**src/dsp_pkg.sv**
```systemverilog
// Shared types and constants for the sample-to-UART DSP chain.
// Samples are 16-bit unsigned. Segment patterns are active low, bit 6 is segment g.
`default_nettype none

package dsp_pkg;

    typedef logic [15:0] sample_t;
    typedef logic [15:0] coeff_t;
    typedef logic [7:0]  mag_t;

    // Sample with its strobe
    typedef struct packed {
        sample_t data;
        logic    valid;
    } sample_beat_t;

    localparam int FIR_TAPS = 16;

    // Symmetric triangle window
    localparam coeff_t FIR_COEFFS [0:FIR_TAPS-1] = '{
        16'h0100, 16'h0200, 16'h0300, 16'h0400,
        16'h0500, 16'h0600, 16'h0700, 16'h0800,
        16'h0800, 16'h0700, 16'h0600, 16'h0500,
        16'h0400, 16'h0300, 16'h0200, 16'h0100
    };

    localparam int BLOCK_LEN = 64;

    typedef enum logic {
        BLK_COLLECT,
        BLK_DRAIN
    } blk_state_t;

    typedef enum logic [1:0] {
        TX_IDLE,
        TX_START,
        TX_DATA,
        TX_STOP
    } tx_state_t;

    localparam logic [6:0] SEG_BLANK = 7'b1111111;

    function automatic logic [6:0] hex_to_seg(input logic [3:0] nibble);
        case (nibble)
            4'h0: return 7'b1000000;
            4'h1: return 7'b1111001;
            4'h2: return 7'b0100100;
            4'h3: return 7'b0110000;
            4'h4: return 7'b0011001;
            4'h5: return 7'b0010010;
            4'h6: return 7'b0000010;
            4'h7: return 7'b1111000;
            4'h8: return 7'b0000000;
            4'h9: return 7'b0010000;
            4'hA: return 7'b0001000;
            4'hB: return 7'b0000011;
            4'hC: return 7'b1000110;
            4'hD: return 7'b0100001;
            4'hE: return 7'b0000110;
            default: return 7'b0001110;
        endcase
    endfunction

endpackage

`default_nettype wire

```
**src/fir_filter.sv**
```systemverilog
// 16-tap FIR, fully parallel, one output per input strobe.
// Output is bits 31:16 of the 36-bit unsigned sum, which the coefficients keep below 2^31.
// The newest sample counts in the same cycle it arrives.
`default_nettype none

module fir_filter (
    input  logic                  clk,
    input  logic                  reset_n,
    input  dsp_pkg::sample_beat_t sample_in,
    output dsp_pkg::sample_beat_t filt
);
    import dsp_pkg::*;

    sample_t     delay_line [FIR_TAPS-1];
    sample_t     taps       [FIR_TAPS];
    logic [35:0] acc;

    // Window as it looks once the incoming sample is shifted in
    always_comb begin
        taps[0] = sample_in.data;
        for (int i = 1; i < FIR_TAPS; i++) begin
            taps[i] = delay_line[i-1];
        end
    end

    always_comb begin
        acc = '0;
        for (int i = 0; i < FIR_TAPS; i++) begin
            acc = acc + 36'(taps[i]) * 36'(FIR_COEFFS[i]);
        end
    end

    always_ff @(posedge clk or negedge reset_n) begin
        if (!reset_n) begin
            for (int i = 0; i < FIR_TAPS - 1; i++) begin
                delay_line[i] <= '0;
            end
            filt <= '0;
        end else begin
            filt.valid <= sample_in.valid;
            if (sample_in.valid) begin
                for (int i = 0; i < FIR_TAPS - 1; i++) begin
                    delay_line[i] <= taps[i];
                end
                filt.data <= acc[31:16];
            end
        end
    end

    // No output without an input the cycle before
    a_no_spurious_valid: assert property (
        @(posedge clk) disable iff (!reset_n)
        !sample_in.valid |=> !filt.valid
    );

endmodule

`default_nettype wire

```
**src/block_magnitude.sv**
```systemverilog
// Collects BLOCK_LEN filtered samples, then emits one magnitude per UART byte.
// Magnitude is bits 32:25 of x*x + (x/2)*(x/2). BLOCK_LEN must be a power of two.
// Input samples arriving while draining are dropped.
`default_nettype none

module block_magnitude (
    input  logic                  clk,
    input  logic                  reset_n,
    input  dsp_pkg::sample_beat_t filt,
    input  logic                  tx_ready,
    output dsp_pkg::mag_t         mag,
    output logic                  mag_strobe
);
    import dsp_pkg::*;

    localparam int IDX_W = $clog2(BLOCK_LEN);

    sample_t          buffer [BLOCK_LEN];
    logic [IDX_W-1:0] idx;
    blk_state_t       state;
    sample_t          x;
    logic [32:0]      power;
    logic             last_idx;

    assign x        = buffer[idx];
    assign power    = 33'(x) * 33'(x) + 33'(x >> 1) * 33'(x >> 1);
    assign last_idx = (idx == IDX_W'(BLOCK_LEN - 1));

    always_ff @(posedge clk or negedge reset_n) begin
        if (!reset_n) begin
            for (int i = 0; i < BLOCK_LEN; i++) begin
                buffer[i] <= '0;
            end
            idx        <= '0;
            state      <= BLK_COLLECT;
            mag        <= '0;
            mag_strobe <= 1'b0;
        end else begin
            mag_strobe <= 1'b0;
            case (state)
                BLK_COLLECT: begin
                    if (filt.valid) begin
                        buffer[idx] <= filt.data;
                        idx         <= idx + 1'b1;
                        if (last_idx) begin
                            state <= BLK_DRAIN;
                        end
                    end
                end
                BLK_DRAIN: begin
                    // tx_ready only drops the cycle after the strobe lands
                    if (tx_ready && !mag_strobe) begin
                        mag        <= power[32:25];
                        mag_strobe <= 1'b1;
                        idx        <= idx + 1'b1;
                        if (last_idx) begin
                            state <= BLK_COLLECT;
                        end
                    end
                end
                default: state <= BLK_COLLECT;
            endcase
        end
    end

    // Never hand a byte to a busy transmitter
    a_strobe_when_ready: assert property (
        @(posedge clk) disable iff (!reset_n)
        mag_strobe |-> tx_ready
    );

endmodule

`default_nettype wire

```
**src/uart_tx.sv**
```systemverilog
// 8N1 transmitter, LSB first, CLKS_PER_BIT clocks per bit.
// Start bit goes out the cycle after the strobe; tx_ready is low until stop ends.
`default_nettype none

module uart_tx #(
    parameter int CLKS_PER_BIT = 4
) (
    input  logic          clk,
    input  logic          reset_n,
    input  dsp_pkg::mag_t mag,
    input  logic          mag_strobe,
    output logic          tx,
    output logic          tx_ready
);
    import dsp_pkg::*;

    localparam int CNT_W = $clog2(CLKS_PER_BIT + 1);

    tx_state_t        state;
    logic [CNT_W-1:0] clk_cnt;
    logic [2:0]       bit_idx;
    mag_t             shift;
    logic             bit_done;

    assign bit_done = (clk_cnt == CNT_W'(CLKS_PER_BIT - 1));

    always_ff @(posedge clk or negedge reset_n) begin
        if (!reset_n) begin
            state    <= TX_IDLE;
            clk_cnt  <= '0;
            bit_idx  <= '0;
            tx       <= 1'b1;
            tx_ready <= 1'b1;
        end else begin
            if (state != TX_IDLE) begin
                clk_cnt <= bit_done ? '0 : clk_cnt + 1'b1;
            end
            case (state)
                TX_IDLE: begin
                    if (mag_strobe) begin
                        state    <= TX_START;
                        tx       <= 1'b0;
                        tx_ready <= 1'b0;
                        clk_cnt  <= '0;
                    end
                end
                TX_START: begin
                    if (bit_done) begin
                        state   <= TX_DATA;
                        tx      <= shift[0];
                        bit_idx <= '0;
                    end
                end
                TX_DATA: begin
                    if (bit_done) begin
                        if (bit_idx == 3'd7) begin
                            state <= TX_STOP;
                            tx    <= 1'b1;
                        end else begin
                            tx      <= shift[0];
                            bit_idx <= bit_idx + 1'b1;
                        end
                    end
                end
                default: begin
                    if (bit_done) begin
                        state    <= TX_IDLE;
                        tx_ready <= 1'b1;
                    end
                end
            endcase
        end
    end

    // Byte register, next data bit always sits in bit 0
    always_ff @(posedge clk) begin
        if (state == TX_IDLE && mag_strobe) begin
            shift <= mag;
        end else if (bit_done && (state == TX_START || state == TX_DATA)) begin
            shift <= shift >> 1;
        end
    end

    // Upstream must wait for the frame to finish
    a_strobe_only_idle: assert property (
        @(posedge clk) disable iff (!reset_n)
        mag_strobe |-> state == TX_IDLE
    );

endmodule

`default_nettype wire

```
**src/seg7_scan.sv**
```systemverilog
// Four-digit multiplexed hex display, digit advances every clock.
// Digits 1:0 show mag, digits 3:2 show 0. Segments and digit selects are active low.
`default_nettype none

module seg7_scan (
    input  logic          clk,
    input  logic          reset_n,
    input  dsp_pkg::mag_t mag,
    output logic [6:0]    segments,
    output logic [3:0]    digit_sel
);
    import dsp_pkg::*;

    logic [1:0] scan;
    logic [3:0] nibble;

    always_comb begin
        case (scan)
            2'd0:    nibble = mag[3:0];
            2'd1:    nibble = mag[7:4];
            default: nibble = 4'h0;
        endcase
    end

    // Select and pattern registered in the same edge so they stay aligned
    always_ff @(posedge clk or negedge reset_n) begin
        if (!reset_n) begin
            scan      <= '0;
            segments  <= SEG_BLANK;
            digit_sel <= 4'b1111;
        end else begin
            scan      <= scan + 1'b1;
            segments  <= hex_to_seg(nibble);
            digit_sel <= ~(4'b0001 << scan);
        end
    end

endmodule

`default_nettype wire

```
**src/dsp_top.sv**
```systemverilog
// Sample strobe in, FIR, 64-sample magnitude block, UART bytes out.
// One clock domain. Input samples are dropped while a block drains.
`default_nettype none

module dsp_top #(
    parameter int CLKS_PER_BIT = 4
) (
    input  logic                  clk,
    input  logic                  reset_n,
    input  dsp_pkg::sample_beat_t sample_in,
    output logic                  tx,
    output logic [6:0]            segments,
    output logic [3:0]            digit_sel
);
    import dsp_pkg::*;

    sample_beat_t filt;
    mag_t         mag;
    logic         mag_strobe;
    logic         tx_ready;

    fir_filter u_fir (
        .clk       (clk),
        .reset_n   (reset_n),
        .sample_in (sample_in),
        .filt      (filt)
    );

    block_magnitude u_block (
        .clk        (clk),
        .reset_n    (reset_n),
        .filt       (filt),
        .tx_ready   (tx_ready),
        .mag        (mag),
        .mag_strobe (mag_strobe)
    );

    uart_tx #(
        .CLKS_PER_BIT (CLKS_PER_BIT)
    ) u_uart (
        .clk        (clk),
        .reset_n    (reset_n),
        .mag        (mag),
        .mag_strobe (mag_strobe),
        .tx         (tx),
        .tx_ready   (tx_ready)
    );

    seg7_scan u_seg (
        .clk       (clk),
        .reset_n   (reset_n),
        .mag       (mag),
        .segments  (segments),
        .digit_sel (digit_sel)
    );

endmodule

`default_nettype wire

```
**config.mk**
```make
export PLATFORM = sky130hd
export DESIGN_NAME = dsp_top
export DESIGN_NICKNAME = d
export VERILOG_FILES = /design/src/dsp_pkg.sv /design/src/fir_filter.sv /design/src/block_magnitude.sv /design/src/uart_tx.sv /design/src/seg7_scan.sv /design/src/dsp_top.sv
export SDC_FILE = /design/constraint.sdc
export NUM_CORES = 2
export LEC_CHECK = 0
export ABC_AREA = 1
export BUFFER_PORTS_ARGS = -buffer_cell sky130_fd_sc_hd__buf_4
export CAP_MARGIN = 15
export CORE_ASPECT_RATIO = 0.5
export CORE_UTILIZATION = 55
export CTS_CLUSTER_DIAMETER = 200
export CTS_CLUSTER_SIZE = 20
export DETAILED_ROUTE_END_ITERATION = 12
export HOLD_SLACK_MARGIN = 0.15
export MAX_ROUTING_LAYER = met4
export PLACE_DENSITY = 0.71
export SYNTH_ARGS = -nofsm -noshare
export SYNTH_HDL_FRONTEND = slang
export SYNTH_SLANG_ARGS = --single-unit
```
**constraint.sdc**
```tcl
create_clock -name clk -period 21.6 [get_ports clk]
set_input_delay 4.32 -clock clk [delete_from_list [all_inputs] [get_ports clk]]
set_output_delay 4.32 -clock clk [all_outputs]
set_load 0.02 [all_outputs]
```
==> results.json <==
{
  "gp_congestion": 0.9223,
  "avgSynthCellArea_sq_um": 8.995,
  "cts_tree": "built",
  "grt_pass1_wl_mm": 336.2,
  "clkSinkCount": 1328,
  "clk_latency_ps": 720,
  "drive_gt1_frac": 0.04182,
  "post_drt_wl_per_cell_microns": 20.40,
  "async_reset_ff_frac": 0.9940,
  "synth_common_cells": "nand2_1, o21ai_0, dfrtp_1",
  "placed_area_sq_um": 79660,
  "synth_cell_type_count": 57,
  "startpoint": "u_block.idx[0]",
  "endpoint_kind": "flip-flop",
  "grt_usage": 0.3064,
  "synthCells": 8754,
  "dr.pass1.iters": 7,
  "slew_violations": 0,
  "final-hold-violation-count": 0,
  "die_h_microns": 269.6,
  "synth_area_sq_um": 78740,
  "period_minus_slack_ps": 13190,
  "max_stage_delay_ps": 890,
  "die_x_microns": 537.1,
  "start_kind": "flip-flop",
  "cts_max_level": 3,
  "ys_ff_latch": 1328,
  "fin_nets": 9358,
  "num_rows": 97,
  "synth_nets": 9656,
  "hp-start": "u_block.buffer[641]",
  "cts_resized": 0,
  "dp_cells": 10230,
  "fill_cells": 12360,
  "cp_slowest_cell": "dfrtp_2",
  "fmax_mhz": 75.80,
  "required_ps": 22260,
  "vias_per_cell": 5.786,
  "cp_common_cell": "fa_1",
  "fin_cells": 10350,
  "hold_path.class": "reg2reg",
  "grt_pass1_vias": 58630,
  "overflow": 0,
  "yosysTopAreaCellShare": 0.4154,
  "arrival_ps": 13850,
  "area_growth_pct": 4.603,
  "clockBufferDepth": 3,
  "synth-warning-count": 0,
  "crit_fanout": 47,
  "setup-tns-final_ps": 0,
  "rr_startpoint": "u_block.idx[0]",
  "rsz0062_at_grt": "false",
  "critical_path_class": "reg2reg",
  "routed_wl_mm": 211.1,
  "final.period_utilization": 0.6108,
  "relSlewSlack": 0.1889,
  "drtIter0Drc": 6741,
  "cts_buffers": 76,
  "drc": 0,
  "start_util": 0.5584,
  "yosys.area.top_type": "dfrtp_1",
  "core_area_sq_um": 141000,
  "post_cts_buffers": 0,
  "cts.clk_slew.worst_paths_ps": 100,
  "setup_viol": 0,
  "dpl.hpwl_mm": 140.0,
  "fin_skew_ps": 33.29,
  "pin_count": 31,
  "portBuffers": 30,
  "maxCapViolCount": 0,
  "synth_area_leaders": "dfrtp_1, fa_1, nand2_1, o21ai_0, ha_1",
  "yosysMostFrequentCell": "nand2_1",
  "grt_max_degree": 172,
  "synth_edf_count": 8,
  "vias": 59870,
  "synth_flop_cell": "dfrtp_1",
  "ys_seq_area_frac": 0.4227,
  "tightestPinTransition_ps": 1204,
  "stdcell_area_sq_um": 82370,
  "die_area_sq_um": 144800,
  "antenna_found_initial": 2,
  "status": "complete, no violations",
  "hold_buffers": 0,
  "cts_root_buffer": "clkbuf_16",
  "ant_nets": 0
}
==> worst max-delay path: cells and delay by family, from the launching register on <==
family,cells,cell delay (ps)
xor+xnor,1,140
buf+inv,8,2590
flops,1,890
fa+ha+maj,12,5530
simple gates,16,2330
compound gates,9,1500
==> cell type report <==
type | instances | area [sq um] | area share
antenna | 2 | 5.005 | 0.00006076
clock buffer | 79 | 1913 | 0.02323
clock inverter | 7 | 127.6 | 0.001549
inverter | 1001 | 3780 | 0.04589
multi-input combinational | 5926 | 39450 | 0.4789
sequential | 1328 | 33290 | 0.4042
tap | 1881 | 2354 | 0.02857
timing repair buffer | 123 | 1454 | 0.01765
==> metal layers <==
layer | part of all wire | global-route usage | vias up
met5 | 0 | - | -
met3 | 0.080 | 0.04889 | 305
met4 | 0.026 | 0.07955 | 0
met2 | 0.45 | 0.4653 | 2155
li1 | - | - | 27710
met1 | 0.44 | 0.4304 | 29700
==> final timing paths <==
| path | slack [ps] | cells after the start | endpoint |
|---|---|---|---|
| min in group asynchronous | 3500 | 1 | u_uart.bit_idx[0] |
| setup / recovery | 8410 | 46 | u_block.mag[5] |
| hold reg to reg | 480 | 2 | u_block.buffer[641] |
| setup reg to reg | 8410 | 46 | u_block.mag[5] |
| hold / removal | 480 | 2 | u_block.buffer[641] |
| max in group asynchronous | 14150 | 6 | u_block.buffer[608] |
==> flip-flops by register name, summed over array words and instances, names as in the netlist <==
register and flops:
u_fir.filt 17, u_uart.clk_cnt 3, u_uart.bit_idx 3, u_block.mag 8, u_block.state 1, u_block.idx 6, u_block.buffer 1024, u_uart.tx_ready 1
u_seg.scan 2, u_uart.tx 1, u_uart.state 2, u_seg.digit_sel 4, u_block.mag_strobe 1, u_uart.shift 8, u_fir.delay_line 240, u_seg.segments 7
==> kinds of logic (layout without fill, tap and decap cells) <==
kind of cell    Yosys count  count (layout)  share of synthesized area
fa+ha+maj               883             883                     0.1874
flops                  1328            1328                     0.4227
xor+xnor                171             171                    0.01902
other cells               0               2                          0
simple gates           2816            2816                     0.1434
compound gates         2056            2056                     0.1505
buf+inv                1500            1210                    0.07689
==> metrics by stage <==
stage | setup slack [ps] | hold slack, ps | utilization
after floorplan | 11040 | 445.1 | -
after global placement | 8676 | 453.6 | 0.5648
after detailed placement | 8542 | 464.0 | 0.5649
after CTS | 8527 | 486.6 | 0.5794
after global routing | 7624 | 499.9 | 0.5840
final | 8407 | 484.3 | 0.5841
==> layout by cell type (no fill, tap or decap), drive strengths merged, types with 2 or more instances in the layout <==
cell     instances
o211ai          20
a31oi            9
a32o             3
buf            121
dfrtp         1307
o41ai            2
nand2         2371
diode            2
xnor2           60
clkbuf          81
o22ai            4
a221oi         112
nor4             7
nand3b           2
a211oi           3
inv           1003
ha             389
xor2           111
a21boi           8
nand4          118
nor3            32
a21o             9
or2             21
o31ai            5
a22o            85
clkinv           5
nand3          119
o21ai         1404
o221ai           4
a21oi          227
o21a            10
o21bai          27
o2111ai          2
edfxtp           8
dfstp           13
a22oi          120
fa             494
nor2           145
Power is left out: the tool's default activity adds up to more than one toggle a clock period on the data nets, which glitch-free logic cannot reach.
